--- src/hw/mem_map_pkg.sv ---
/*
 * Memory map of the ring network
 * Word address layout, data and tag widths, opcodes, scratchpad size
 */
package mem_map_pkg;

  localparam int unsigned DataWidth    = 32;
  localparam int unsigned TagWidth     = 4;
  localparam int unsigned AddrWidth    = 10;
  localparam int unsigned SpmWords     = 64;
  localparam int unsigned WordIdxWidth = $clog2(SpmWords);

  typedef logic [AddrWidth-1:0]    addr_t;
  typedef logic [DataWidth-1:0]    data_t;
  typedef logic [TagWidth-1:0]     tag_t;
  typedef logic [WordIdxWidth-1:0] word_idx_t;

  // Write flag encoding in request flits
  localparam logic OpRead  = 1'b0;
  localparam logic OpWrite = 1'b1;

  // Top two address bits select the region
  localparam logic [1:0] UnmappedRegion = 2'd3;

  // Region 0..2 goes to node 1..3
  // Zero marks the unmapped region, node 0 is never a target
  function automatic logic [1:0] region_to_node(addr_t addr);
    logic [1:0] region;
    region = addr[AddrWidth-1 -: 2];
    if (region == UnmappedRegion) return 2'd0;
    return region + 2'd1;
  endfunction

endpackage

--- src/hw/noc_pkg.sv ---
/*
 * Ring network definitions
 * Node numbering, injection queue sizing and the two flit types
 */
package noc_pkg;

  localparam int unsigned NumNodes = 4;

  typedef logic [1:0] node_id_t;

  // Host sits at ring stop 0, memory tiles follow
  localparam node_id_t HostNode = 2'd0;

  // Local injection queue per router
  localparam int unsigned InjDepth    = 4;
  localparam int unsigned InjPtrWidth = $clog2(InjDepth);

  // Upstream neighbour of a stop, links run 0 -> 1 -> 2 -> 3 -> 0
  function automatic int unsigned prev_node(int unsigned n);
    return (n + NumNodes - 1) % NumNodes;
  endfunction

  typedef struct packed {
    node_id_t               src;
    logic                   write;
    mem_map_pkg::word_idx_t idx;
    mem_map_pkg::data_t     wdata;
    mem_map_pkg::tag_t      tag;
  } req_flit_t;

  typedef struct packed {
    mem_map_pkg::data_t rdata;
    mem_map_pkg::tag_t  tag;
  } rsp_flit_t;

endpackage

--- src/hw/mem_tile.sv ---
/*
 * Scratchpad memory tile
 * Serves ejected request flits and answers the source node
 */
module mem_tile #(
  parameter noc_pkg::node_id_t NodeId = 2'd1
) (
  input  logic               clk_i,
  input  logic               rst_n_i,
  input  logic               ej_valid_i,
  input  noc_pkg::req_flit_t ej_flit_i,
  output logic               inj_valid_o,
  output noc_pkg::node_id_t  inj_dst_o,
  output noc_pkg::rsp_flit_t inj_flit_o
);
  import noc_pkg::*;
  import mem_map_pkg::*;

  data_t spm_q [SpmWords];

  logic is_write;

  assign is_write = ej_valid_i && (ej_flit_i.write == OpWrite);

  //////////////////////////////////////////////////////////////////////
  // Scratchpad
  //////////////////////////////////////////////////////////////////////

  always_ff @(posedge clk_i) begin
    if (is_write) spm_q[ej_flit_i.idx] <= ej_flit_i.wdata;
  end

  //////////////////////////////////////////////////////////////////////
  // Response
  //////////////////////////////////////////////////////////////////////

  // Served one cycle after ejection, goes straight to the response router
  always_ff @(posedge clk_i) begin
    if (!rst_n_i) begin
      inj_valid_o <= 1'b0;
    end else begin
      inj_valid_o <= ej_valid_i;
    end
  end

  // Writes are acknowledged with zero data
  always_ff @(posedge clk_i) begin
    if (ej_valid_i) begin
      inj_dst_o      <= ej_flit_i.src;
      inj_flit_o.tag <= ej_flit_i.tag;
      if (ej_flit_i.write == OpRead) inj_flit_o.rdata <= spm_q[ej_flit_i.idx];
      else                           inj_flit_o.rdata <= '0;
    end
  end

  // Only the host issues requests, a memory tile never hears from itself
  assert property (@(posedge clk_i) disable iff (!rst_n_i)
                   ej_valid_i |-> ej_flit_i.src != NodeId)
    else $error("mem_tile %0d: request from own node", NodeId);

endmodule

--- config.mk ---
export PLATFORM = sky130hd
export DESIGN_NAME = mem_tile
export DESIGN_NICKNAME = d
export VERILOG_FILES = /design/src/hw/mem_map_pkg.sv /design/src/hw/noc_pkg.sv /design/src/hw/mem_tile.sv
export SDC_FILE = /design/constraint.sdc
export NUM_CORES = 2
export LEC_CHECK = 0
export ABC_CLOCK_PERIOD_IN_PS = 7900
export BUFFER_PORTS_ARGS = -buffer_cell sky130_fd_sc_hd__buf_4
export CAP_MARGIN = 0
export CORE_ASPECT_RATIO = 0.5
export CORE_MARGIN = 1.5
export CORE_UTILIZATION = 60
export CTS_CLUSTER_SIZE = 24
export DETAILED_ROUTE_END_ITERATION = 10
export PLACE_DENSITY = 0.74
export REMOVE_ABC_BUFFERS = 1
export SYNTH_ARGS = -nofsm -noshare
export SYNTH_HDL_FRONTEND = slang
export SYNTH_SLANG_ARGS = --single-unit
--- constraint.sdc ---
create_clock -name clk_i -period 7.9 [get_ports clk_i]
set_input_delay 1.185 -clock clk_i [delete_from_list [all_inputs] [get_ports clk_i]]
set_output_delay 1.185 -clock clk_i [all_outputs]
set_load 0.05 [all_outputs]
== After elaboration in Yosys (flattened, before gate mapping) ==
Memories as Yosys holds them, arrays and structs flattened. A register that Yosys moved wholly into a read port is not among the register bits.
Cells that the tools add are included.

* Register bits: 7
* Bits in writable memories: 2048
* Output and inout port bits: 39
* Word-level logic and storage cells: 7
* Memories: 1

{| class="wikitable"
|+ Memories
! memory !! depth !! bits a word !! read ports !! clocked after memory_dff !! wr ports !! line !! source
|-
| spm_q || 64 || 32 || 1 || 1 || 1 || mem_tile.sv:19 || <nowiki>data_t spm_q [SpmWords];</nowiki>
|}

* Multiplexer cells: 2
* Reduce and logical (&&, ||, !) cells: 1

{| class="wikitable"
|+ Operator list
! operator !! number
|-
| 2-to-1 mux 1 bit || 2
|-
| logical AND 1 bit || 1
|}

== Logic depth before layout (Yosys ltp) ==
* Depth in word-level cells: 3
* Gate-level depth with buffers: 10
* Mapped depth without buffers: 5

== Least setup slack after synthesis ==
Ideal clock, no wire load.

* Path type: input to register
* Start: input port ej_flit_i[38] (netlist name)
* End: memory spm_q[10][0] (netlist name) (enable)
* Library setup time: 0.421 ns
* Arrival: 3.879 ns
* Data required time: 7.479 ns
* Slack: 3.600 ns
* Cell stages on the path: 9
* Cells stage by stage: buf_4 -> buf_6 -> buf_2 -> buf_2 -> buf_2 -> buf_2 -> nor2_1 -> nand2_1 -> nor2_1

{| class="wikitable"
|+ RTL lines
! item !! line !! source
|-
| start, declared || mem_tile.sv:11 || <nowiki>input noc_pkg::req_flit_t ej_flit_i,</nowiki>
|-
| end, declared || mem_tile.sv:19 ||
|}

Straight into the memory's write port.

==> flow_metrics.py <==
metrics = {
    "run_status": {
        "status": "finished, final reports clean",
    },
    "sta": {
        "period_minus_slack_ns": 4.532,
        "max-slew-margin-rel_pct": 18.49,
        "rsz0062_at_grt": "no",
        "max_slew.worst_pin.slew_ns": 1.207,
        "fmax_ghz": 0.2207,
        "clock_skew_ns": 0.03187,
        "setup_ws_ns": 3.368,
        "setup_viol": 0,
        "drv_slew": 0,
        "fin_crit_sh_pct": 57.37,
        "hold_viol_final": 0,
    },
    "layout": {
        "syn_to_final_growth_pct": 9.873,
        "fin_cells": 6525,
        "drive_gt1_share_pct": 16.10,
        "fin_nets": 4634,
    },
    "power_and_ir_drop": {
        "max-vdd-ir-drop_uv": 172.3,
        "power_density_nw_per_um2": 244.5,
        "p_leak_nw": 27.14,
    },
    "detailed_routing": {
        "wl_met2_mm": 104.7,
        "dr.pass1.iters": 7,
        "drt-total-wl_mm": 239.6,
        "drtIter0Drc": 9482,
        "antenna_left": 0,
        "via_count": 48530,
        "wl_met3_mm": 38.23,
        "vias_per_cell": 7.437,
        "routed.top_layer": "met5",
        "drt-met1-wl_mm": 84.37,
        "detail_route.wl_per_cell_um": 36.72,
        "drcViolationCount": 0,
    },
    "placement": {
        "portBuffers": 86,
        "place_inst": 6206,
        "gp_congestion": 0.9020,
        "dp_hpwl_mm": 132.2,
        "pre_cts_slack_ns": 2.766,
    },
    "grt": {
        "grt_pass1_wl_mm": 337.5,
        "grt.total_usage_pct": 34.77,
        "grt_antenna_before_repair": 5,
        "grt_max_degree": 160,
        "grt_overflow": 0,
        "grt_pass1_vias": 46640,
    },
    "worst_setup_path": {
        "worstPathArrival_ns": 5.13,
        "worstReg2RegEnd": "inj_flit_o[12]",
        "reg2reg_slack_ns": 5.09,
        "end_kind": "flop",
        "worst_ep_required_time_ns": 8.50,
        "startpoint_type": "input pin",
        "rr_worst_depth": 5,
        "crit_type": "in -> reg",
        "r2r-start": "spm_q[32][8]",
        "cp_max_fo": 68,
    },
    "floorplan": {
        "die_h_um": 263.0,
        "pin_count": 87,
        "die_x_um": 523.1,
        "core_area_sq_um": 134200,
        "rows": 95,
        "die_area_sq_um": 137600,
        "start_util_pct": 60.46,
    },
    "clock_network": {
        "numCtsBuffers": 172,
        "cts_sinks": 2087,
        "path_clk_slew_ns": 0.06,
        "insertion_delay_ns": 0.81,
        "htree_levels": 4,
        "post_cts_resized": 0,
        "cts_hold_buf": 0,
        "cts_root_buf": "clkbuf_16",
        "cts_tree": "done",
        "post-cts-setup-buffers": 0,
        "cts_buffer_depth": 3,
    },
    "yosys": {
        "synth_warnings": 0,
        "netlist_top_cells_area": "edfxtp_1 77%, a221oi_1 2.4%, a22oi_1 2.4%",
        "syn_area_sq_um": 81140,
        "synth_flop_cell": "edfxtp_1",
        "synth-async-reset-ratio_pct": 0,
        "synth_top_area_cell": "edfxtp_1",
        "avgSynthCellArea_sq_um": 17.73,
        "yosysTopAreaCellShare_pct": 77.20,
        "syn_inst": 4576,
        "ys_seq_area_share_pct": 77.22,
        "synth-edff-count": 2086,
        "synth-seq-cells": 2087,
        "synth_cell_type_count": 61,
    },
    "worst_hold_path": {
        "worstHoldPathCells": 1,
        "min_from": "ej_flit_i[1]",
        "hold_class": "in -> reg",
        "hold_end": "inj_flit_o[1]",
    },
    "run": {
        "drv_cap": 0,
    },
}
-- state kept, by name, indices dropped and copies added (netlist names) --
register	count
spm_q	2048
inj_flit_o	36
inj_dst_o	2
inj_valid_o	1
-- cell type report --
cell class              count  area (sq um)
clock buffers             223          4644
repair buffers            221          1777
diodes                      3         7.507
multi-input cells        2101         17160
inverters                   3         23.77
fillers                  8476         45040
flip-flops and latches   2087         62660
clock inverters            93         634.4
well taps                1794          2245
-- worst max path at each step --
stage | endpoint | slack, ns | cells after the start | startpoint
floorplan | spm_q[33][0] | -1.46 | 3 | ej_flit_i[37]
global placement | inj_flit_o[8] | 2.41 | 7 | ej_flit_i[36]
detailed placement | inj_flit_o[22] | 2.77 | 9 | ej_flit_i[38]
CTS | inj_flit_o[22] | 3.60 | 9 | ej_flit_i[38]
global route | inj_flit_o[14] | 3.42 | 8 | ej_flit_i[37]
finish | inj_flit_o[22] | 3.37 | 9 | ej_flit_i[38]
-- Yosys cell counts (all sizes together) (11+ instances only) --
master / number
and2: 27
nand3b: 138
o2bb2ai: 25
nand2: 70
and4: 24
a211oi: 26
o221ai: 34
mux2i: 160
a221o: 35
nand2b: 28
nand3: 77
nor4b: 12
a22oi: 257
edfxtp: 2086
clkbuf: 151
nor2b: 16
a2111oi: 14
or3b: 71
a2bb2oi: 11
a221oi: 226
buf: 234
a32oi: 23
a21oi: 172
o22a: 36
mux2: 107
nor2: 87
a22o: 11
o22ai: 79
o41a: 28
a31oi: 61
mux4: 50
o21ai: 71
a222oi: 25
nor3: 18
a41oi: 42
-- metal layers --
metal,up-vias,global-route usage [%]
met3,688,10.82
met2,4374,50.06
met5,-,0
li1,19170,-
met4,2,16.30
met1,24300,48.89
-- through the flow --
| stage | area (sq um) | hold slack (ns) | setup TNS (ns) | utilization (%) | total power (W) |
|---|---|---|---|---|---|
| floorplan | 79250 | 0.7125 | -742.51 | - | 0.01303 |
| global placement | 83850 | 0.8080 | 0 | 62.49 | 0.01371 |
| detailed placement | 83870 | 0.8213 | 0 | 62.50 | 0.01374 |
| CTS | 89150 | 0.5345 | 0 | 66.43 | 0.02177 |
| global route | 89150 | 0.5634 | 0 | 66.43 | 0.02226 |
| finish | 89150 | 0.5822 | 0 | 66.43 | 0.02180 |
-- cells by family after synthesis --
| logic type | after synthesis | synth area share, % |
|---|---|---|
| flip-flops | 2087 | 77.22 |
| AO/OA/AOI/OAI | 1194 | 11.09 |
| AND/OR/NAND/NOR | 590 | 4.490 |
| buffers and inverters | 388 | 2.347 |
| multiplexers | 317 | 4.851 |
-- critical path, stage by stage --
cell and delay (ns):
buf_8 0.43, buf_4 0.73, and2_4 0.65, buf_4 0.63, a22oi_1 0.19, o21ai_0 0.48
a2111oi_1 0.18, buf_2 0.23, a41oi_1 0.21
-- placed cells by master, fill, tap and decap left out, types with 16 or more instances in the layout --
cell	n
and2_1	21
buf_4	208
nand3b_1	138
o221ai_1	34
a32oi_1	23
a211oi_1	26
mux4_2	50
nor2_4	68
clkbuf_16	179
o21ai_0	70
a221oi_1	226
edfxtp_1	2086
nand3_1	76
a21oi_1	172
clkinv_1	49
mux2_2	106
a222oi_1	25
a22oi_1	257
a221o_1	35
clkbuf_1	44
o41a_1	28
nor2_1	19
clkinv_2	25
o2bb2ai_1	25
nand2b_1	28
a31oi_1	61
o22ai_1	79
or3b_2	71
nor3_1	16
and4_1	24
a41oi_1	42
nand2_1	70
o22a_1	36
mux2i_1	160
-- power by group --
part | internal, W | total (W) | switching, W
Sequential | 0.0122 | 0.0123 | 0.0000257
Clock | 0.00438 | 0.00827 | 0.00389
Combinational | 0.000340 | 0.00127 | 0.000929
No activity file was read; power rests on OpenSTA's default activity.
