==> src/hw/mem_map_pkg.sv <==
/*
 * Memory map of the ring network
 * Word address layout, data and tag widths, opcodes, scratchpad size
 */
package mem_map_pkg;

  localparam int unsigned DataWidth    = 32;
  localparam int unsigned TagWidth     = 4;
  localparam int unsigned AddrWidth    = 10;
  localparam int unsigned SpmWords     = 64;
  localparam int unsigned WordIdxWidth = $clog2(SpmWords);

  typedef logic [AddrWidth-1:0]    addr_t;
  typedef logic [DataWidth-1:0]    data_t;
  typedef logic [TagWidth-1:0]     tag_t;
  typedef logic [WordIdxWidth-1:0] word_idx_t;

  // Write flag encoding in request flits
  localparam logic OpRead  = 1'b0;
  localparam logic OpWrite = 1'b1;

  // Top two address bits select the region
  localparam logic [1:0] UnmappedRegion = 2'd3;

  // Region 0..2 goes to node 1..3
  // Zero marks the unmapped region, node 0 is never a target
  function automatic logic [1:0] region_to_node(addr_t addr);
    logic [1:0] region;
    region = addr[AddrWidth-1 -: 2];
    if (region == UnmappedRegion) return 2'd0;
    return region + 2'd1;
  endfunction

endpackage

==> src/hw/noc_pkg.sv <==
/*
 * Ring network definitions
 * Node numbering, injection queue sizing and the two flit types
 */
package noc_pkg;

  localparam int unsigned NumNodes = 4;

  typedef logic [1:0] node_id_t;

  // Host sits at ring stop 0, memory tiles follow
  localparam node_id_t HostNode = 2'd0;

  // Local injection queue per router
  localparam int unsigned InjDepth    = 4;
  localparam int unsigned InjPtrWidth = $clog2(InjDepth);

  // Upstream neighbour of a stop, links run 0 -> 1 -> 2 -> 3 -> 0
  function automatic int unsigned prev_node(int unsigned n);
    return (n + NumNodes - 1) % NumNodes;
  endfunction

  typedef struct packed {
    node_id_t               src;
    logic                   write;
    mem_map_pkg::word_idx_t idx;
    mem_map_pkg::data_t     wdata;
    mem_map_pkg::tag_t      tag;
  } req_flit_t;

  typedef struct packed {
    mem_map_pkg::data_t rdata;
    mem_map_pkg::tag_t  tag;
  } rsp_flit_t;

endpackage

==> src/hw/host_tile.sv <==
/*
 * Host tile at ring stop 0
 * Turns external strobes into request flits, returns responses and decode errors
 */
module host_tile (
  input  logic               clk_i,
  input  logic               rst_n_i,
  // External side
  input  logic               req_valid_i,
  input  logic               req_write_i,
  input  mem_map_pkg::addr_t req_addr_i,
  input  mem_map_pkg::data_t req_wdata_i,
  input  mem_map_pkg::tag_t  req_tag_i,
  output logic               rsp_valid_o,
  output mem_map_pkg::data_t rsp_rdata_o,
  output mem_map_pkg::tag_t  rsp_tag_o,
  output logic               rsp_err_o,
  // Ring side
  output logic               inj_valid_o,
  output noc_pkg::node_id_t  inj_dst_o,
  output noc_pkg::req_flit_t inj_flit_o,
  input  logic               ej_valid_i,
  input  noc_pkg::rsp_flit_t ej_flit_i
);
  import noc_pkg::*;
  import mem_map_pkg::*;

  node_id_t target;
  logic     mapped, err_new;
  logic     err_valid_q;
  tag_t     err_tag_q;

  // Address decode
  assign target  = region_to_node(req_addr_i);
  assign mapped  = (target != HostNode);
  assign err_new = req_valid_i && !mapped;

  // Mapped strobes go straight into the request router
  assign inj_valid_o = req_valid_i && mapped;
  assign inj_dst_o   = target;
  assign inj_flit_o  = '{src:   HostNode,
                         write: req_write_i,
                         idx:   req_addr_i[WordIdxWidth-1:0],
                         wdata: req_wdata_i,
                         tag:   req_tag_i};

  //////////////////////////////////////////////////////////////////////
  // Error slot and response register
  //////////////////////////////////////////////////////////////////////

  // Network responses win, a pending error waits one cycle
  always_ff @(posedge clk_i) begin
    if (!rst_n_i) begin
      rsp_valid_o <= 1'b0;
      err_valid_q <= 1'b0;
    end else begin
      rsp_valid_o <= ej_valid_i || err_valid_q || err_new;
      if (ej_valid_i) err_valid_q <= err_valid_q || err_new;
      else            err_valid_q <= err_valid_q && err_new;
    end
  end

  always_ff @(posedge clk_i) begin
    if (err_new && (ej_valid_i || err_valid_q)) err_tag_q <= req_tag_i;
    if (ej_valid_i) begin
      rsp_rdata_o <= ej_flit_i.rdata;
      rsp_tag_o   <= ej_flit_i.tag;
      rsp_err_o   <= 1'b0;
    end else if (err_valid_q) begin
      rsp_rdata_o <= '0;
      rsp_tag_o   <= err_tag_q;
      rsp_err_o   <= 1'b1;
    end else if (err_new) begin
      rsp_rdata_o <= '0;
      rsp_tag_o   <= req_tag_i;
      rsp_err_o   <= 1'b1;
    end
  end

  assert property (@(posedge clk_i) disable iff (!rst_n_i)
                   (err_valid_q && ej_valid_i) |-> !err_new)
    else $error("host_tile: error slot overwritten while full");

endmodule

==> config.mk <==
export PLATFORM = sky130hd
export DESIGN_NAME = host_tile
export DESIGN_NICKNAME = d
export VERILOG_FILES = /design/src/hw/mem_map_pkg.sv /design/src/hw/noc_pkg.sv /design/src/hw/host_tile.sv
export SDC_FILE = /design/constraint.sdc
export NUM_CORES = 1
export LEC_CHECK = 0
export BUFFER_PORTS_ARGS = -buffer_cell sky130_fd_sc_hd__buf_2
export CORE_MARGIN = 2
export CORE_UTILIZATION = 36
export CTS_BUF_LIST = sky130_fd_sc_hd__clkbuf_8
export DETAILED_ROUTE_END_ITERATION = 8
export PLACE_DENSITY = 0.74
export SYNTH_ARGS = -nofsm -noshare
export SYNTH_HDL_FRONTEND = slang
export SYNTH_SLANG_ARGS = --single-unit
export TNS_END_PERCENT = 10
==> constraint.sdc <==
create_clock -name clk_i -period 2.9 [get_ports clk_i]
set_clock_uncertainty 0.15 [all_clocks]
set_input_delay 0.87 -clock clk_i [delete_from_list [all_inputs] [get_ports clk_i]]
set_output_delay 0.87 -clock clk_i [all_outputs]
set_load 0.02 [all_outputs]
# After elaboration in Yosys (flattened, before gate mapping)
# Index checks and enable logic that the tools add are counted.
# classes
add_sub_neg	1
n_eq_ne	1
mux	12
reduce_logical	11
# ops
cell	n
32-bit 2-to-1 mux	3
4-bit 2-to-1 mux	3
1-bit logical AND	4
1-bit 2-to-1 mux	4
2-bit 2-to-1 mux	2
2-bit nonzero test	2
1-bit logical OR	3
3-bit nonzero test	1
2-bit by 1-bit adder with 2-bit output (second input constant)	1
2-bit == test (second input constant)	1
1-bit logical NOT	1
# totals
register_bits	43
out_inout_bits	86
elab_cells	31

# Longest topological paths before layout
# Gate-level depths: netlist of run 1.
# logic_depth
depth_word	9
mapped_depth	3
depth_no_buf	3

# Worst setup path before layout of run 1
# Ideal clock, no wire load.
# synth_timing
kind	input port to flip-flop
from	input req_addr_i[8]
to	register rsp_rdata_o[0], enable pin
setup_time_ps	394
arrival_ps	1945
setup_slack_ps	411
path_stages	3
path_buffers	0
path_cell_list	ha_1 -> nand2_1 -> nand2_1
# synth_between
elab_chain_cells	7
word_cells_on_any_way	8
cone_classes	add/sub: 1; eq/ne: 1; mux: 2; reduce/logical: 4
# synth_rtl
element	line	text
start, declared	host_tile.sv:11	input mem_map_pkg::addr_t req_addr_i,
2-bit == test	mem_map_pkg.sv:30	if (region == UnmappedRegion) return 2'd0;
1-bit 2-to-1 mux	mem_map_pkg.sv:30	
2-bit 2-to-1 mux (*)	mem_map_pkg.sv:31	return region + 2'd1;
2-bit nonzero test (*)	host_tile.sv:35	assign mapped = (target != HostNode);
1-bit logical NOT (*)	host_tile.sv:36	assign err_new = req_valid_i && !mapped;
1-bit logical AND (*)	host_tile.sv:36	
3-bit nonzero test (no source line) (*)	-	
end signal, assigned	host_tile.sv:66	rsp_rdata_o <= ej_flit_i.rdata;
end, declared	host_tile.sv:15	output mem_map_pkg::data_t rsp_rdata_o,
# Every way passes the cells marked *; elsewhere a longest branch is shown, timed or not.
# A chain may end at the register's enable or synchronous reset.

# Final worst setup path of run 1
# layout_timing
from	input req_addr_i[8]
to	output inj_valid_o
# layout_between
elab_chain_cells	5
word_cells_on_any_way	6
cone_classes	add/sub: 1; eq/ne: 1; mux: 2; reduce/logical: 2
# layout_rtl
element	line	text
2-bit == test	mem_map_pkg.sv:30	
1-bit 2-to-1 mux	mem_map_pkg.sv:30	
2-bit 2-to-1 mux (*)	mem_map_pkg.sv:31	
2-bit nonzero test (*)	host_tile.sv:35	
1-bit logical AND (*)	host_tile.sv:39	assign inj_valid_o = req_valid_i && mapped;
end, declared	host_tile.sv:19	output logic inj_valid_o,
# Marks and branches as above.

==> metrics, run 1 <==
placed wire-length estimate=3240 µm; Die ar.=6150 µm²; TritonCTS clock tree=done; Core Box Area=~5400 µm²; largest net degree at the start of global routing=37; drt drc=0; CTS Hold Buffers Added=0; worst vdd ir=~220 µV; initial DRC count=48; Post-Syn Area=1990 µm²; Sw Share=0.259; CTS Sinks=43; Worst setup SP type=input pin; # rows=27; total setup buffers inserted after CTS=0; Num CTS Buffers=5; leak pwr=between 0.001 and 0.0015 µW; number of diodes=0; WP data required=1.88 ns; first-pass GRT wire length=5910 µm; port bufs=90; Max Cap Viol=0; vias in the first global route=1,132; die width=about 78 µm; Hold WC Path Type=reg2reg; NumNets Final=between 200 and 300; height of the chip=78.4 µm; Logic pwr share=0.149; outcome=complete, no violations; setup ws final=0.377 ns; critical path's slowest cell=ha_1; Top Family by Delay on Critical Path=buffers and inverters; Final Hold Viols=0; count of cells resized by post-cts repair=0; CTS Buffer Depth=2; sequential share of power=0.562; CP most frequent cell=buf_2; RSZ-0062 raised after global routing=no; initial antenna violation count=0; Net Sw Power=341 µW; Tmin final=~2.5 ns; pwr dens=573 nW/µm²; area share of the largest cell type after synthesis=0.602; total grt overflow=0; Worst-path clk slew=0.09 ns; Max Fanout on Critical Path=4; setup TNS=0 ns; H-tree depth=2; dominant cells by area after synthesis=edfxtp_1, buf_4, and2_1; crit-path cells=buf_2, ha_1, nor2b_1, buf_2; clock share of power=0.290; layout cell share with drive strength beyond 1=0.495; power after layout=about 1300 µW; Overall Global Routing Usage=0.132; Total Wirelength=4040 µm; count leader, synth=buf_4; Antenna Nets Post-Route=0; YS warnings=0; Worst setup EP type=output pin; EDFF count, synth=40; Setup Viol. Count Final=0; P_int=974 µW; routed via count=between 1,000 and 1,500; synth cell count leaders=buf_4, edfxtp_1, and2_1; asr flop ratio synth=0; crit path kind=in2out; Slew Viols, Final=0; area grow syn2layout=15.0%; Arrival @ worst endpoint=roughly 1.5 ns; Mapped Avg Cell Area=approximately 13 µm²; Area after DPL=approximately 2200 µm²; Syn Inst Count=153; crit-path max cell delay=0.24 ns; Reg2Reg Setup Slack=1.43 ns; first drt pass iteration count=4; leading area contributor after synthesis=edfxtp_1; root buf cell=clkbuf_8; pre-CTS WS=0.383 ns; Starting Density=0.367; fmax=396 MHz; Seq/Total Area, Yosys=0.632; Netlist cell types=15; fin area=2290 µm²; wire length per cell=between 10 and 15 µm; ys flop type=edfxtp_1; Placer Congestion=0.751; Worst-Skew Late Latency=0.29 ns; #FFs+latches synth=43; Final Cycle Share=0.870; Ports=173; vias per inst=roughly 4.3; buffers plus inverters on the worst setup path=2
==> registers in the layout, indices dropped and copies added (netlist names) <==
register     cells
err_tag_q        4
err_valid_q      1
rsp_err_o        1
rsp_rdata_o     32
rsp_tag_o        4
rsp_valid_o      1
==> path summary, 6_finish.rpt <==
check                         start                     end  depth (start not counted)
max                   req_addr_i[8]             inj_valid_o                          4
min          rsp_err_o$_SDFFE_PP0P_  rsp_err_o$_SDFFE_PP0P_                          2
max reg2reg  err_valid_q$_SDFF_PN0_  err_tag_q[0]$_DFFE_PP_                          2
min reg2reg  rsp_err_o$_SDFFE_PP0P_  rsp_err_o$_SDFFE_PP0P_                          2
==> worst register-to-register path, stage by stage, from the launching register on <==
cell     delay, ns
dfxtp_1       0.53
nor2_1        0.15
nor2_1        0.32
==> placed cells by master (no fill, tap or decap) <==
| master | netlist | layout |
|---|---|---|
| a21boi_0 | 1 | 1 |
| a21oi_1 | 2 | 2 |
| and2_1 | 32 | 32 |
| buf_12 | 0 | 1 |
| buf_2 | 0 | 90 |
| buf_4 | 47 | 1 |
| clkbuf_8 | 0 | 5 |
| clkinvlp_4 | 0 | 2 |
| conb_1 | 1 | 2 |
| dfxtp_1 | 3 | 3 |
| edfxtp_1 | 40 | 40 |
| ha_1 | 2 | 2 |
| inv_6 | 0 | 1 |
| mux2i_1 | 4 | 4 |
| nand2_1 | 7 | 6 |
| nand2_2 | 0 | 1 |
| nand4_1 | 1 | 1 |
| nor2_1 | 4 | 4 |
| nor2b_1 | 1 | 1 |
| o21ai_0 | 5 | 5 |
==> power by group through the flow <==
| stage | clock network, µW | registers [µW] | logic [µW] |
|---|---|---|---|
| finish | 381 | 739 | 195 |
| global route | 428 | 743 | 212 |
| CTS | 403 | 739 | 200 |
| detailed placement | 0 | 754 | 200 |
| global placement | 0 | 751 | 196 |
| floorplan | 0 | 810 | 139 |
==> routing by layer <==
layer | part of all wire | wire length [µm] | track usage
met1 | 0.31 | 1260 | 0.120
met2 | 0.52 | 2120 | 0.236
met3 | 0.13 | 541 | 0.0724
met4 | 0.029 | 118 | 0.0632
met5 | 0 | 0 | 0
==> stage by stage <==
stage                      util  instances  hold WS, ns
after CTS                 0.422        276        0.374
after floorplan               -        154        0.427
after global placement    0.405        268        0.356
final                     0.422        276        0.369
after detailed placement  0.405        268        0.360
after global routing      0.422        276        0.424
==> logic make-up after synthesis <==
logic type	count (synthesis)	share of synthesized area
AO/OA/AOI/OAI	8	0.0213
multiplexers	4	0.0201
flip-flops	43	0.632
adder cells (fa/ha/maj)	2	0.0125
AND/OR/NAND/NOR	45	0.127
buffers and inverters	50	0.184
other	1	0.00188
==> cell type report <==
cell class	count	area (µm²)
repair buffers	92	478
well taps	72	90.1
fillers	547	3150
flip-flops and latches	43	1260
multi-input cells	61	372
clock inverters	3	23.8
clock buffers	5	68.8
Note: power is estimated with default switching activity, not from simulation.
==> run 2, diff against run 1 <==
--- a/config.mk
+++ b/config.mk
@@ -6,5 +6,5 @@
 export NUM_CORES = 1
 export LEC_CHECK = 0
-export BUFFER_PORTS_ARGS = -buffer_cell sky130_fd_sc_hd__buf_2
+export BUFFER_PORTS_ARGS = -buffer_cell sky130_fd_sc_hd__buf_4
 export CORE_MARGIN = 2
 export CORE_UTILIZATION = 36
==> constraint.sdc (replaced) <==
create_clock -name clk_i -period 2.9 [get_ports clk_i]
set_clock_uncertainty 0.15 [all_clocks]
set_input_delay 0.58 -clock clk_i [delete_from_list [all_inputs] [get_ports clk_i]]
set_output_delay 0.58 -clock clk_i [all_outputs]
set_load 0.02 [all_outputs]
==> metrics, run 2 (same netlist as run 1, synthesis figures left out) <==
power after layout=1420 µW; number of diodes=0; layout cell share with drive strength beyond 1=0.493; pwr dens=roughly 560 nW/µm²; clock share of power=0.314; worst setup path startpoint=req_addr_i[8]; height of the chip=78.4 µm; # rows=27; Max Fanout on Critical Path=4; Critical R2R Launch=err_valid_q$_SDFF_PN0_; commonest cells after routing, fill and taps aside=buf_4, edfxtp_1, and2_1; wire length per cell=approximately 15 µm; total setup buffers inserted after CTS=0; Max Cap Viol=0; port bufs=90; setup TNS=0 ns; fmax=between 500 and 600 MHz; hold path cells=1; worst vdd ir=195 µV; largest net degree at the start of global routing=45; initial DRC count=69; Setup Viol. Count Final=0; die width=between 70 and 80 µm; P_int=1100 µW; H-tree depth=2; NumNets Final=291; CTS Sinks=43; Worst-path clk slew=~0.080 ns; Ports=173; count of cells resized by post-cts repair=0; CP most frequent cell=buf_4; area grow syn2layout=26.3%; first-pass GRT wire length=5890 µm; CTS Buffer Depth=2; Antenna Nets Post-Route=0; critical path's slowest cell=ha_1; Worst-Skew Late Latency=0.28 ns; TritonCTS clock tree=done; root buf cell=clkbuf_8; Reg2Reg Setup Slack=~1.3 ns; Worst setup SP type=input pin; Reg2Reg Depth=3; Worst setup EP type=output pin; crit-path cells=buf_4, ha_1, nor2b_1, buf_4; Filler Cell Count=514; commonest non-fill, non-tap cell in the layout=buf_4; buffers plus inverters on the worst setup path=2; crit path kind=in2out; Final Hold Viols=0; WP data required=2.17 ns; Starting Density=0.367; Die ar.=6150 µm²; max reg flops=32; Top Family by Delay on Critical Path=buffers and inverters; vias per inst=4.31; final core occ=0.463; initial antenna violation count=0; Total Wirelength=4080 µm; Net Sw Power=about 320 µW; Sw Share=0.228; WHS Endpoint=err_tag_q[3]$_DFFE_PP_; placed wire-length estimate=between 3000 and 4000 µm; CTS Hold Buffers Added=0; Logic pwr share=0.165; Slew Viols, Final=0; HP Start=req_tag_i[3]; Final Cycle Share=0.669; drt drc=0; Tmin final=just under 2 ns; total grt overflow=0; outcome=complete, no violations; first drt pass iteration count=4; Biggest register=rsp_rdata_o; sequential share of power=0.521; leak pwr=0.00109 µW; Arrival @ worst endpoint=1.21 ns; Placer Congestion=0.745; Overall Global Routing Usage=0.130; crit-path max cell delay=between 0.2 and 0.25 ns; biggest regs=rsp_rdata_o (32), err_tag_q (4), rsp_tag_o (4); RSZ-0062 raised after global routing=no; Num CTS Buffers=5; capture point of the worst reg-to-reg path=rsp_rdata_o[27]$_SDFFCE_PN0P_; vias in the first global route=1,148; Core Box Area=5440 µm²; routed via count=1,185; Hold WC Path Type=in2reg
run 2: area by class of cell:
| class | instances | area [µm²] | share of cell area |
|---|---|---|---|
| clock buffer | 5 | 68.8 | 0.0273 |
| clock inverter | 3 | 43.8 | 0.0174 |
| tap | 72 | 90.1 | 0.0358 |
| timing repair buffer | 91 | 683 | 0.271 |
| sequential | 43 | 1260 | 0.501 |
| multi-input combinational | 61 | 372 | 0.148 |
run 2: worst max-delay path by stage:
stage | endpoint | cells after the start
floorplan | rsp_rdata_o[0]$_SDFFCE_PN0P_ | 3
global placement | rsp_rdata_o[11]$_SDFFCE_PN0P_ | 4
detailed placement | rsp_rdata_o[11]$_SDFFCE_PN0P_ | 4
CTS | inj_valid_o | 4
global route | inj_valid_o | 4
finish | inj_valid_o | 4
run 2: power groups by stage:
stage                     Clock, µW  Combinational (µW)  Sequential, µW
after floorplan                   0                 139             810
final                           447                 234             740
after CTS                       471                 238             741
after global placement            0                 235             753
after global routing            496                 252             744
after detailed placement          0                 237             755
run 2: worst register-to-register path: cells and delay by family (launching register included):
family,cells,cell delay (ns)
buffers and inverters,1,0.39
and+or+nand+nor,2,0.22
DFF,1,0.51
run 2: per-layer routing:
metal | vias to the layer above | global-route usage | share of wire
met5 | - | 0 | 0
met4 | 0 | 0.0579 | 0.027
met3 | 12 | 0.0701 | 0.13
met2 | 95 | 0.240 | 0.54
met1 | 517 | 0.116 | 0.30
li1 | 561 | - | -
run 2: through the flow:
stage	worst slack (ns)	instance area [µm²]	hold WS (ns)	cells
2_1_floorplan	0.701	2000	0.427	154
3_3_place_gp	0.881	2410	0.354	267
3_5_place_dp	0.863	2410	0.368	267
4_1_cts	0.953	2520	0.322	275
5_1_grt	0.881	2520	0.315	275
6_report	0.960	2520	0.337	275
