### config.mk
export PLATFORM = sky130hd
export DESIGN_NAME = ring_router
export DESIGN_NICKNAME = d
export VERILOG_FILES = /design/src/hw/mem_map_pkg.sv /design/src/hw/noc_pkg.sv /design/src/hw/ring_router.sv
export SDC_FILE = /design/constraint.sdc
export NUM_CORES = 1
export LEC_CHECK = 0
export ABC_AREA = 1
export BUFFER_PORTS_ARGS = -buffer_cell sky130_fd_sc_hd__clkbuf_2
export CAP_MARGIN = 10
export CORE_MARGIN = 2
export CORE_UTILIZATION = 45
export DETAILED_ROUTE_END_ITERATION = 10
export PLACE_DENSITY = 0.67
export SETUP_SLACK_MARGIN = 0.02
export SLEW_MARGIN = 20
export SYNTH_ARGS = -nofsm -noshare
export SYNTH_HDL_FRONTEND = slang
export SYNTH_SLANG_ARGS = --single-unit
export TNS_END_PERCENT = 50
### constraint.sdc
create_clock -name clk_i -period 1.35 [get_ports clk_i]
set_input_delay 0.0675 -clock clk_i [delete_from_list [all_inputs] [get_ports clk_i]]
set_output_delay 0.0675 -clock clk_i [all_outputs]
set_load 0.05 [all_outputs]
### src/hw/mem_map_pkg.sv
/*
 * Memory map of the ring network
 * Word address layout, data and tag widths, opcodes, scratchpad size
 */
package mem_map_pkg;

  localparam int unsigned DataWidth    = 32;
  localparam int unsigned TagWidth     = 4;
  localparam int unsigned AddrWidth    = 10;
  localparam int unsigned SpmWords     = 64;
  localparam int unsigned WordIdxWidth = $clog2(SpmWords);

  typedef logic [AddrWidth-1:0]    addr_t;
  typedef logic [DataWidth-1:0]    data_t;
  typedef logic [TagWidth-1:0]     tag_t;
  typedef logic [WordIdxWidth-1:0] word_idx_t;

  // Write flag encoding in request flits
  localparam logic OpRead  = 1'b0;
  localparam logic OpWrite = 1'b1;

  // Top two address bits select the region
  localparam logic [1:0] UnmappedRegion = 2'd3;

  // Region 0..2 goes to node 1..3
  // Zero marks the unmapped region, node 0 is never a target
  function automatic logic [1:0] region_to_node(addr_t addr);
    logic [1:0] region;
    region = addr[AddrWidth-1 -: 2];
    if (region == UnmappedRegion) return 2'd0;
    return region + 2'd1;
  endfunction

endpackage

### src/hw/noc_pkg.sv
/*
 * Ring network definitions
 * Node numbering, injection queue sizing and the two flit types
 */
package noc_pkg;

  localparam int unsigned NumNodes = 4;

  typedef logic [1:0] node_id_t;

  // Host sits at ring stop 0, memory tiles follow
  localparam node_id_t HostNode = 2'd0;

  // Local injection queue per router
  localparam int unsigned InjDepth    = 4;
  localparam int unsigned InjPtrWidth = $clog2(InjDepth);

  // Upstream neighbour of a stop, links run 0 -> 1 -> 2 -> 3 -> 0
  function automatic int unsigned prev_node(int unsigned n);
    return (n + NumNodes - 1) % NumNodes;
  endfunction

  typedef struct packed {
    node_id_t               src;
    logic                   write;
    mem_map_pkg::word_idx_t idx;
    mem_map_pkg::data_t     wdata;
    mem_map_pkg::tag_t      tag;
  } req_flit_t;

  typedef struct packed {
    mem_map_pkg::data_t rdata;
    mem_map_pkg::tag_t  tag;
  } rsp_flit_t;

endpackage

### src/hw/ring_router.sv
/*
 * Ring stop for a unidirectional ring
 * Forwards transit flits, ejects local ones and queues injections
 */
module ring_router #(
  parameter noc_pkg::node_id_t NodeId = 2'd0,
  parameter type               flit_t = logic
) (
  input  logic              clk_i,
  input  logic              rst_n_i,
  // Ring side
  input  logic              ring_valid_i,
  input  noc_pkg::node_id_t ring_dst_i,
  input  flit_t             ring_flit_i,
  output logic              ring_valid_o,
  output noc_pkg::node_id_t ring_dst_o,
  output flit_t             ring_flit_o,
  // Local side
  input  logic              inj_valid_i,
  input  noc_pkg::node_id_t inj_dst_i,
  input  flit_t             inj_flit_i,
  output logic              ej_valid_o,
  output flit_t             ej_flit_o
);
  import noc_pkg::*;

  logic [InjPtrWidth-1:0] wr_ptr_q, rd_ptr_q;
  logic [InjPtrWidth:0]   count_q;
  node_id_t               dst_mem [InjDepth];
  flit_t                  flit_mem [InjDepth];

  logic transit, local_hit;
  logic q_empty, q_full;
  logic send_head, bypass, push;

  assign transit   = ring_valid_i && (ring_dst_i != NodeId);
  assign local_hit = ring_valid_i && (ring_dst_i == NodeId);
  assign q_empty   = (count_q == '0);
  assign q_full    = (count_q == InjDepth);

  // Transit traffic owns the output, local flits take free slots
  assign send_head = !transit && !q_empty;
  assign bypass    = !transit && q_empty && inj_valid_i;
  assign push      = inj_valid_i && !bypass;

  //////////////////////////////////////////////////////////////////////
  // Injection queue
  //////////////////////////////////////////////////////////////////////

  always_ff @(posedge clk_i) begin
    if (push) begin
      dst_mem[wr_ptr_q]  <= inj_dst_i;
      flit_mem[wr_ptr_q] <= inj_flit_i;
    end
  end

  // Pointers wrap naturally, depth is a power of two
  always_ff @(posedge clk_i) begin
    if (!rst_n_i) begin
      wr_ptr_q     <= '0;
      rd_ptr_q     <= '0;
      count_q      <= '0;
      ring_valid_o <= 1'b0;
      ej_valid_o   <= 1'b0;
    end else begin
      if (push) wr_ptr_q <= wr_ptr_q + 1'b1;
      if (send_head) rd_ptr_q <= rd_ptr_q + 1'b1;
      if (push && !send_head) begin
        count_q <= count_q + 1'b1;
      end else if (send_head && !push) begin
        count_q <= count_q - 1'b1;
      end
      ring_valid_o <= transit || send_head || bypass;
      ej_valid_o   <= local_hit;
    end
  end

  //////////////////////////////////////////////////////////////////////
  // Output registers
  //////////////////////////////////////////////////////////////////////

  always_ff @(posedge clk_i) begin
    if (transit) begin
      ring_dst_o  <= ring_dst_i;
      ring_flit_o <= ring_flit_i;
    end else if (send_head) begin
      ring_dst_o  <= dst_mem[rd_ptr_q];
      ring_flit_o <= flit_mem[rd_ptr_q];
    end else if (bypass) begin
      ring_dst_o  <= inj_dst_i;
      ring_flit_o <= inj_flit_i;
    end
    if (local_hit) ej_flit_o <= ring_flit_i;
  end

  // Host spacing must keep the queue within its depth
  assert property (@(posedge clk_i) disable iff (!rst_n_i) !(push && q_full))
    else $error("ring_router %0d: injection queue pushed while full", NodeId);

  // A tile never sends a flit to itself through the ring
  assert property (@(posedge clk_i) disable iff (!rst_n_i) inj_valid_i |-> inj_dst_i != NodeId)
    else $error("ring_router %0d: injection addressed to own node", NodeId);

endmodule

# Word level (Yosys, flattened, before mapping)

Memories as Yosys holds them, arrays and structs flattened. A register that Yosys moved wholly into a read port is not among the register bits.
Cells that the tools add are included.
Widths: inputs -> output; s select.

Memories kept: 2
Bits in writable memories: 12
Logic and storage cells: 48
Flip-flop bits (word level): 13
Output and inout bits: 6
Bits of input ports: 10

Memory list:

| memory   | depth | width | rd ports | clocked after memory_dff | write ports | RTL line          | text |
|---|---|---|---|---|---|---|---|
| dst_mem  | 4     | 2     | 1        | 1                        | 1           | ring_router.sv:29 | `node_id_t dst_mem [InjDepth];` |
| flit_mem | 4     | 1     | 1        | 1                        | 1           | ring_router.sv:30 | `flit_t flit_mem [InjDepth];` |

Multiplexer cells: 14
Reduce and logical (&&, ||, !) cells: 20
$add $sub $neg: 4

Operators by type and width:

| cell                | count |
|---|---|
| $mux 2              | 7 |
| $logic_and 1x1->1   | 8 |
| $mux 3              | 2 |
| $logic_not 1->1     | 5 |
| $mux 1              | 5 |
| $add 2x1->2 const B | 2 |
| $reduce_bool 2->1   | 2 |
| $add 3x1->3 const B | 1 |
| $logic_not 3->1     | 1 |
| $reduce_bool 3->1   | 1 |
| $sub 3x1->3 const B | 1 |
| $logic_not 2->1     | 1 |
| $logic_or 1x1->1    | 2 |

# Depth between registers and ports, before layout

Gate-level depths: netlist (run 1).

Word-level depth: 11
Depth in mapped cells: 9

# Worst setup path before layout (run 1)

OpenSTA, ideal clock, no wires.

Kind: flip-flop to flip-flop
Start point: register count_q[0]
End point: memory dst_mem[0][0] (netlist name), enable pin
Data required time: 1.031 ns
Stages on the path, launching flop included: 7
Path buffers: 0
Arrival time: 0.976 ns
Setup slack: 0.055 ns
Path through: dfxtp_1 -> inv_1 -> nand2_2 -> nor2_4 -> nor2_4 -> clkinv_4 -> nor2_1

Word-level cells in the longest chain between the ends: 7

Ends and longest elaborated chain:

| what                           | RTL line          | text |
|---|---|---|
| from (decl)                    | ring_router.sv:28 | `logic [InjPtrWidth:0] count_q;` |
| from (signal assigned)         | ring_router.sv:69 | `count_q <= count_q + 1'b1;` |
| from (signal assigned)         | ring_router.sv:71 | `count_q <= count_q - 1'b1;` |
| $logic_not 3->1                | ring_router.sv:38 | `assign q_empty = (count_q == '0);` |
| $logic_and 1x1->1 (2 in a row) | ring_router.sv:43 | `assign bypass = !transit && q_empty && inj_valid_i;` |
| $logic_not 1->1                | ring_router.sv:44 | `assign push = inj_valid_i && !bypass;` |
| $logic_and 1x1->1              | ring_router.sv:44 |  |
| $mux 1                         | ring_router.sv:51 | `if (push) begin` |
| $mux 1 (not written as such)   | ring_router.sv:52 | `dst_mem[wr_ptr_q] <= inj_dst_i;` |
| to (decl)                      | ring_router.sv:29 |  |

Every way passes these cells.

# Worst setup path after layout (run 1)

Start point: register count_q[0]
End point: register count_q[2]

Word-level cells in the longest chain between the ends: 8

Ends and longest elaborated chain:

| what |
|---|
| parallel branches: the longest is 8 deep, another holds $sub 3x1->3 |

Several ways; the timed one is not identified. The select of a mux whose other input is x is not followed.
A chain may end at the register's enable or synchronous reset.

==> impl_metrics.yaml, run 1 <==
outcome:
  status: "completed"
synthesis:
  syn_inst: 121
  ys_types: 19
  synth-seq-area-share: 0.580
  yosys_warnings: 0
  synth_seq_cells: 27
  syn_avg_cell_area_um2: 9.99
  synth_fp_nets: 136
  synth_area_um2: 1210
clock_tree:
  cts_made_buffers: 3
  insertion_delay_ns: 0.31
  cts_root_buffer: "clkbuf_4"
  clock-sinks: 27
  cts_tree: "yes"
  cts_max_path_buffers: 2
  cts_setup_buffers: 0
  clkTransAtPathRegs_ns: 0.14
  htreeDepth: 1
floorplan:
  num_rows: 18
  fp.dieW_um: 55.8
  initial_core_util: 0.479
  core_area_um2: 2520
  dieArea_um2: 3120
  fp.dieH_um: 55.8
  ios: 16
finish:
  area_growth_pct: 21.8
  final_common_cell: "inv_1"
  register_area_um2: 706
  multiInputGateArea_um2: 464
  layout_common_cells: "inv_1 (19), edfxtp_1 (16), clkbuf_2 (15)"
  stdcell_count: 179
  antenna_cells: 0
  nNetsFinal: 165
  fill_cells: 200
  drive_gt1_frac: 0.275
global_routing:
  grt_pass1_wl_mm: 3.46
  grt_use_total: 0.139
  antenna_found_initial: 0
  grt_max_degree: 16
  grt_pass1_vias: 849
  overflow: 0
place:
  gp_congestion: 0.793
  port_buffers: 15
  dp.cells: 170
  dpl.hpwl_mm: 1.63
sta:
  max-slew-margin-rel: 0.815
  final.setup.tns_ns: 0
  max_freq_mhz: 790
  hold_viol: 0
  slew_violations: 0
  min_period_ns: 1.27
  setup_viol: 0
  skew_ns: 0.00141
  worst_slew_pin_slew_ns: 0.278
  rsz0062_at_grt: "true"
  period_share: 0.938
critical_path:
  cp_cell_sequence: "fa_1, inv_1, nand4_1, a21oi_1, nor2_1"
  r2r_setup_slack_ns: 0.08
  path_buf_inv: 1
  crit_fanout: 3
  critPathRequiredTime_ns: 1.57
  critPathSlowestCell: "fa_1"
  critPathKind: "reg2reg"
  crit_family: "adder cells"
  end_kind: "flip-flop"
  startpoint: "count_q[0]$_SDFFE_PN0P_"
  startpoint_type: "flip-flop"
  cp_data_arrival_time_ns: 1.49
  worst_path_largest_cell_delay_ns: 0.43
  timing.rr.start: "count_q[0]$_SDFFE_PN0P_"
detailed_routing:
  initialDrtViolationCount: 31
  via_count: 881
  via_per_inst: 4.92
  ant_nets: 0
  avgRoutedWirePerCell_um: 11.6
  wirelength_mm: 2.07
  drc: 0
  firstDrtPassIters: 4
worst_hold_path:
  hold_start: "rst_n_i"
  hold_class: "in2reg"
power_and_ir_drop:
  irDropWorstVdd_mv: 0.766
  power.density_nw_per_um2: 1280
  p_leak_uw: 0.000630
  p_total_uw: 1880
job:
  cap_viol_max_count: 0
==> path summary, 6_finish.rpt <==
kind                             end  cells after the start
min reg2reg                flip-flop                      1
min          count_q[2]$_SDFFE_PN0P_                      3
max          count_q[2]$_SDFFE_PN0P_                      5
max reg2reg  count_q[2]$_SDFFE_PN0P_                      5
==> logic make-up (layout without fill, tap and decap cells) <==
logic type	after synthesis	after routing	share of synthesized area
buf+inv	20	48	0.0663
compound gates	22	22	0.101
fa+ha+maj	5	5	0.0580
flops	27	27	0.580
simple gates	47	47	0.195
==> power breakdown <==
part           total (uW)  internal (uW)  switching, uW
clock network         338            111            227
logic                 520            168            352
registers            1020            972           51.0
==> worst register-to-register path, delay by kind of cell (launching register included) <==
kind,cells,cell delay [ns]
DFF,1,0.36
adders and majority gates,1,0.43
and+or+nand+nor,2,0.18
buffers and inverters,1,0.06
AOI/OAI and AO/OA,1,0.15
==> cells in the mapped netlist <==
library cell  instances  share of area
inv_1                19          0.059
clkinv_4              1         0.0072
nand3_1               8          0.033
dfxtp_1              11           0.18
nor3_1                1         0.0041
nand4_1               1         0.0052
nor2_1               16          0.050
edfxtp_1             16           0.40
nand2_4               2          0.019
fa_1                  1          0.017
nand2_2               2          0.010
nor4_1                1         0.0052
nor2_4                3          0.028
nand2_1              13          0.040
ha_1                  4          0.041
o22ai_1               1         0.0052
a21oi_4               1          0.013
a21oi_1               8          0.033
o21ai_0              12          0.050
==> layout make-up <==
cell class / instances / share of cell area
clock buffer: 3 / 0.0153
clock inverter: 1 / 0.00340
inverter: 20 / 0.0544
multi-input combinational: 74 / 0.315
sequential: 27 / 0.479
tap: 30 / 0.0255
timing repair buffer: 24 / 0.107
==> registers in the layout, summed over array words and instances, names as in the netlist, 2 cells and up, named ones only <==
register and count:
count_q 3, dst_mem 8, flit_mem 4, rd_ptr_q 2, ring_dst_o 2, wr_ptr_q 2
==> stage by stage <==
step / utilization / hold slack (ns) / setup WS (ns) / instance area [um^2]
floorplan: - / 0.145 / 0.0549 / 1210
global placement: 0.536 / 0.273 / -0.0206 / 1350
detailed placement: 0.536 / 0.277 / -0.0598 / 1350
CTS: 0.571 / 0.000353 / 0.0221 / 1440
global route: 0.584 / 0.0158 / -0.00262 / 1470
finish: 0.584 / 0.00390 / 0.0839 / 1470
==> repair_timing <==
action | CTS | global route
endpoints found under the hold margin | 10 | 0
gates resized for setup | 5 | 10
hold buffers | 5 | 0
setup endpoints to repair | 12 | 18
==> metal layers <==
layer / part of all wire / global-route usage
met5: 0 / 0
met4: 0.010 / 0.0544
met3: 0.038 / 0.0209
met2: 0.48 / 0.241
met1: 0.48 / 0.175
(Power assumes the default switching activity.)
==> run 2, diff against run 1 <==
--- a/config.mk
+++ b/config.mk
@@ -8,6 +8,7 @@
 export ABC_AREA = 1
 export BUFFER_PORTS_ARGS = -buffer_cell sky130_fd_sc_hd__clkbuf_2
 export CAP_MARGIN = 10
+export CORE_ASPECT_RATIO = 1.4
 export CORE_MARGIN = 2
 export CORE_UTILIZATION = 45
 export DETAILED_ROUTE_END_ITERATION = 10
==> impl_metrics.yaml, run 2 (synthesis results as in run 1) <==
clock_tree:
  cts_made_buffers: 3
  cts_max_path_buffers: 2
  cts_setup_buffers: 0
  clkTransAtPathRegs_ns: 0.14
  insertion_delay_ns: 0.31
  htreeDepth: 1
  cts_tree: "yes"
  clock-sinks: 27
  cts_root_buffer: "clkbuf_4"
sta:
  worst_slew_pin_slew_ns: 0.280
  setup_slack_ns: 0.0378
  skew_ns: 0.00380
  max-slew-margin-rel: 0.814
  slew_violations: 0
  min_period_ns: 1.31
  hold_viol: 0
  max_freq_mhz: 762
  setup_viol: 0
  final.setup.tns_ns: 0
  period_share: 0.972
  rsz0062_at_grt: "true"
finish:
  area_growth_pct: 21.8
  regMostFlops: "dst_mem"
  fill_cells: 249
  nNetsFinal: 166
  fin_util: 0.569
  top_regs: "dst_mem (8), flit_mem (4), count_q (3)"
  layout_common_cells: "inv_1 (19), edfxtp_1 (16), clkbuf_2 (15)"
  largest_reg_flops: 8
  final_common_cell: "inv_1"
  antenna_cells: 0
  drive_gt1_frac: 0.273
floorplan:
  core_area_um2: 2590
  ios: 16
  fp.dieH_um: 65.3
  fp.dieW_um: 47.8
  dieArea_um2: 3120
  num_rows: 22
  initial_core_util: 0.467
critical_path:
  cpMostUsedCell: "dlygate4sd3_1"
  crit_family: "buffers and inverters"
  startpoint_type: "primary input"
  cp_cell_sequence: "clkbuf_2, dlygate4sd3_1, nor4_1, dlygate4sd3_1"
  crit_fanout: 3
  end_kind: "flip-flop"
  critPathKind: "in2reg"
  worst_path_largest_cell_delay_ns: 0.59
  critPathRequiredTime_ns: 1.61
  path_buf_inv: 3
  critPathSlowestCell: "dlygate4sd3_1"
  cp_data_arrival_time_ns: 1.58
global_routing:
  overflow: 0
  grt_use_total: 0.155
  grt_pass1_vias: 871
  met2_usage: 0.280
  grt.met3_usage: 0.0247
  grt_pass1_wl_mm: 3.54
  antenna_found_initial: 0
  grt_busiest_layer: "met2"
  grt_max_degree: 15
  grt_use_met1: 0.174
place:
  dp_slack_ns: -0.0314
  gp_congestion: 0.836
  port_buffers: 15
  dpl.hpwl_mm: 1.66
power_and_ir_drop:
  p_leak_uw: 0.000621
  irDropWorstVdd_mv: 0.649
  power.density_nw_per_um2: 1300
outcome:
  status: "completed"
detailed_routing:
  via_per_inst: 4.77
  wirelength_mm: 2.16
  drc: 0
  initialDrtViolationCount: 16
  firstDrtPassIters: 4
  via_count: 887
  avgRoutedWirePerCell_um: 11.6
  ant_nets: 0
worst_hold_path:
  hold_class: "in2reg"
job:
  cap_viol_max_count: 0
run 2: cell count changes in the layout (fill, tap and decap cells not counted), sizes merged:
cell	change
buf	+2
clkbuf	+1
clkinv	-1
dlymetal6s4s	-1
run 2: worst paths after layout:
kind / cells past startpoint / start / to / slack [ns]
worst max-delay path: 4 / ring_dst_i[0] / ej_valid_o$_SDFF_PN0_ / 0.04
worst min-delay path: 1 / inj_dst_i[0] / dst_mem[0][0]$_DFFE_PP_ / 0.002
worst max register to register: 6 / count_q[2]$_SDFFE_PN0P_ / dst_mem[2][1]$_DFFE_PP_ / 0.06
worst min register to register: 1 / rd_ptr_q[0]$_SDFFE_PN0P_ / flip-flop / 0.50
run 2: repair_timing:
item	4_1_cts	5_1_grt
resized for setup	1	9
setup endpoints to repair	12	18
hold buffers	3	1
hold endpoints to repair	2	4
run 2: cell type report:
class	count	area, um^2	share of cell area
multi-input cells	74	453	0.308
well taps	36	45.0	0.0306
clock buffers	4	30.0	0.0204
inverters	20	80.1	0.0544
flip-flops and latches	27	704	0.478
repair buffers	25	160	0.109
run 2: power by group:
group	internal [uW]	total (uW)	switching [uW]
logic	179	536	357
registers	971	1020	50.1
clock network	135	364	228
total	1290	1920	635
run 2: metrics by stage:
| stage | total power (uW) | instances | hold slack [ns] | cell area (um^2) |
|---|---|---|---|---|
| global route | 2040 | 186 | -0.00272 | 1470 |
| floorplan | 1390 | 121 | 0.145 | 1210 |
| detailed placement | 1540 | 178 | 0.271 | 1370 |
| finish | 1920 | 186 | 0.00194 | 1470 |
| CTS | 1900 | 185 | 0.0000781 | 1440 |
| global placement | 1530 | 178 | 0.267 | 1370 |
run 2: routing by layer:
metal | part of all wire | wire length [um]
met3 | 0.026 | 57
met5 | 0 | 0
met4 | 0.013 | 29
met1 | 0.42 | 915
met2 | 0.54 | 1160
==> run 3, diff against run 2 <==
--- a/config.mk
+++ b/config.mk
@@ -5,7 +5,6 @@
 export SDC_FILE = /design/constraint.sdc
 export NUM_CORES = 1
 export LEC_CHECK = 0
-export ABC_AREA = 1
 export BUFFER_PORTS_ARGS = -buffer_cell sky130_fd_sc_hd__clkbuf_2
 export CAP_MARGIN = 10
 export CORE_ASPECT_RATIO = 1.4
==> impl_metrics.yaml, run 3 <==
sta:
  setup_viol: 4
  period_share: 1.02
  rsz0062_at_grt: "true"
  slew_violations: 0
  min_period_ns: 1.38
  setup_slack_ns: -0.0280
  max_freq_mhz: 726
  hold_viol: 0
  max-slew-margin-rel: 0.758
  final.setup.tns_ns: -0.0567
  skew_ns: 0.00101
  worst_slew_pin_slew_ns: 0.363
critical_path:
  worst_path_largest_cell_delay_ns: 0.40
  critPathSlowestCell: "or3_4"
  critPathKind: "reg2reg"
  r2r_setup_slack_ns: -0.03
  cp_cell_sequence: "or3_4, or3_4, and2_4"
  end_kind: "flip-flop"
  startpoint_type: "flip-flop"
  crit_fanout: 4
  cpMostUsedCell: "or3_4"
  critPathRequiredTime_ns: 1.59
  r2r_cells: 3
  cp_data_arrival_time_ns: 1.61
finish:
  register_area_um2: 711
  final_common_cell: "edfxtp_1"
  multiInputGateArea_um2: 520
  antenna_cells: 0
  nNetsFinal: 142
  regMostFlops: "dst_mem"
  area_growth_pct: 25.9
  finalInstanceArea_um2: 1520
  fill_cells: 216
  drive_gt1_frac: 0.381
  layout_common_cells: "edfxtp_1 (16), clkbuf_2 (15), nand2_1 (11), buf_4 (11)"
  top_regs: "dst_mem (8), flit_mem (4), count_q (3)"
  largest_reg_flops: 8
floorplan:
  fp.dieW_um: 47.8
  ios: 16
  fp.dieH_um: 65.3
  num_rows: 22
  dieArea_um2: 3120
  initial_core_util: 0.467
  core_area_um2: 2590
synthesis:
  synth_top_family_by_area: "simple AND/OR/NAND/NOR gates"
  syn_inst: 95
  ys_types: 31
  synth.most_common_cell: "edfxtp_1"
  synthArstFlopShare: 0
  synth-compound-area-share: 0.0580
  muxShareOfSynthArea: 0.107
  synth_area_um2: 1210
  synth_seq_cells: 27
  synth_area_leaders: "edfxtp_1 (40%), dfxtp_1 (18%), mux4_2 (5.6%)"
  synth_fp_nets: 110
  synthAdderAreaFrac: 0.0580
  syn_avg_cell_area_um2: 12.7
  synth_top_area_share: 0.398
  synthFlopType: "edfxtp_1"
  synth_top_cell_by_area: "edfxtp_1"
  synth_xor_xnor_area_share: 0
  synth_edf_count: 16
  synth-seq-area-share: 0.580
  synth_simple_gate_area_frac: 0.177
  netlist_top_cells_count: "edfxtp_1 (16), nand2_1 (12), dfxtp_1 (11)"
  yosys_warnings: 0
global_routing:
  overflow: 0
  met2_usage: 0.282
  grt_pass1_vias: 877
  grt_busiest_layer: "met2"
  grt_use_met1: 0.207
  grt_pass1_wl_mm: 3.82
  grt_use_total: 0.172
  grt.met3_usage: 0.0247
  grt_max_degree: 20
  antenna_found_initial: 0
detailed_routing:
  ant_nets: 0
  initialDrtViolationCount: 19
  avgRoutedWirePerCell_um: 13.8
  firstDrtPassIters: 4
  via_per_inst: 5.20
  wirelength_mm: 2.24
  via_count: 843
  drc: 0
place:
  port_buffers: 15
  place_area_um2: 1400
  gp_congestion: 0.779
outcome:
  status: "finished with violations"
  violations: "setup timing"
job:
  cap_viol_max_count: 0
clock_tree:
  clock-sinks: 27
  htreeDepth: 1
  clkTransAtPathRegs_ns: 0.14
  cts_tree: "yes"
  cts_made_buffers: 3
  cts_root_buffer: "clkbuf_4"
  insertion_delay_ns: 0.32
  cts_max_path_buffers: 2
power_and_ir_drop:
  p_total_uw: 2230
  irDropWorstVdd_mv: 0.788
  p_leak_uw: 0.000606
  power.density_nw_per_um2: 1470
worst_hold_path:
  hold_class: "in2reg"
  hold_depth: 4
[run 3: changes by cell type in the layout (fill, tap and decap cells not counted), moves of 6 or more]
cell and change:
inv_1 -17, nor2_1 -12, a21oi_1 -8, o21ai_0 -11
nor2_4 -6
[run 3: worst paths after layout]
kind                                                 end                     start
worst max-delay path             ring_valid_o$_SDFF_PN0_   count_q[2]$_SDFFE_PN0P_
worst min-delay path             ring_dst_o[1]$_DFFE_PP_             ring_dst_i[1]
worst max register to register   ring_valid_o$_SDFF_PN0_   count_q[2]$_SDFFE_PN0P_
worst min register to register  rd_ptr_q[1]$_SDFFE_PN0P_  rd_ptr_q[1]$_SDFFE_PN0P_
[run 3: report_power, final]
group | internal (uW) | switching [uW]
combinational | 357 | 439
sequential | 1020 | 77.5
clock | 111 | 232
[run 3: cell families after synthesis]
| group | after synthesis |
|---|---|
| DFF | 27 |
| adders and majority gates | 5 |
| and+or+nand+nor | 38 |
| AOI/OAI and AO/OA | 10 |
| muxes | 9 |
| buffers and inverters | 6 |
[run 3: layer usage]
| metal | part of all wire | vias to the layer above | wire (um) |
|---|---|---|---|
| li1 | - | 419 | - |
| met1 | 0.43 | 408 | 951 |
| met2 | 0.53 | 12 | 1190 |
| met3 | 0.023 | 4 | 51 |
| met4 | 0.018 | 0 | 40 |
| met5 | 0 | - | 0 |
[run 3: area by class of cell]
cell class / count / area share
Timing Repair Buffer: 31 / 0.137
Tap cell: 36 / 0.0296
Clock buffer: 3 / 0.0148
Inverter: 2 / 0.00494
Clock inverter: 1 / 0.00329
Multi-Input combinational cell: 62 / 0.342
Sequential cell: 27 / 0.467
[run 3: worst max-delay path, delay by kind of cell (launching register included)]
| kind | cells | cell delay, ns |
|---|---|---|
| DFF | 1 | 0.36 |
| and+or+nand+nor | 3 | 0.93 |
[run 3: repair_timing]
action | CTS | global route
pin swaps | 2 | 1
setup endpoints to repair | 24 | 26
gates cloned | 0 | 0
gates resized for setup | 7 | 7
endpoints found under the hold margin | 13 | 0
hold buffers | 4 | 0
buffers inserted | 0 | 0
[run 3: per-stage QoR]
stage	hold WS (ns)	util	worst slack [ns]	std cells
floorplan	0.166	-	-0.0856	95
global placement	0.270	0.542	-0.0258	154
detailed placement	0.274	0.542	-0.0735	154
CTS	0.149	0.578	-0.0206	162
global route	0.175	0.588	-0.0534	162
finish	0.157	0.588	-0.0280	162
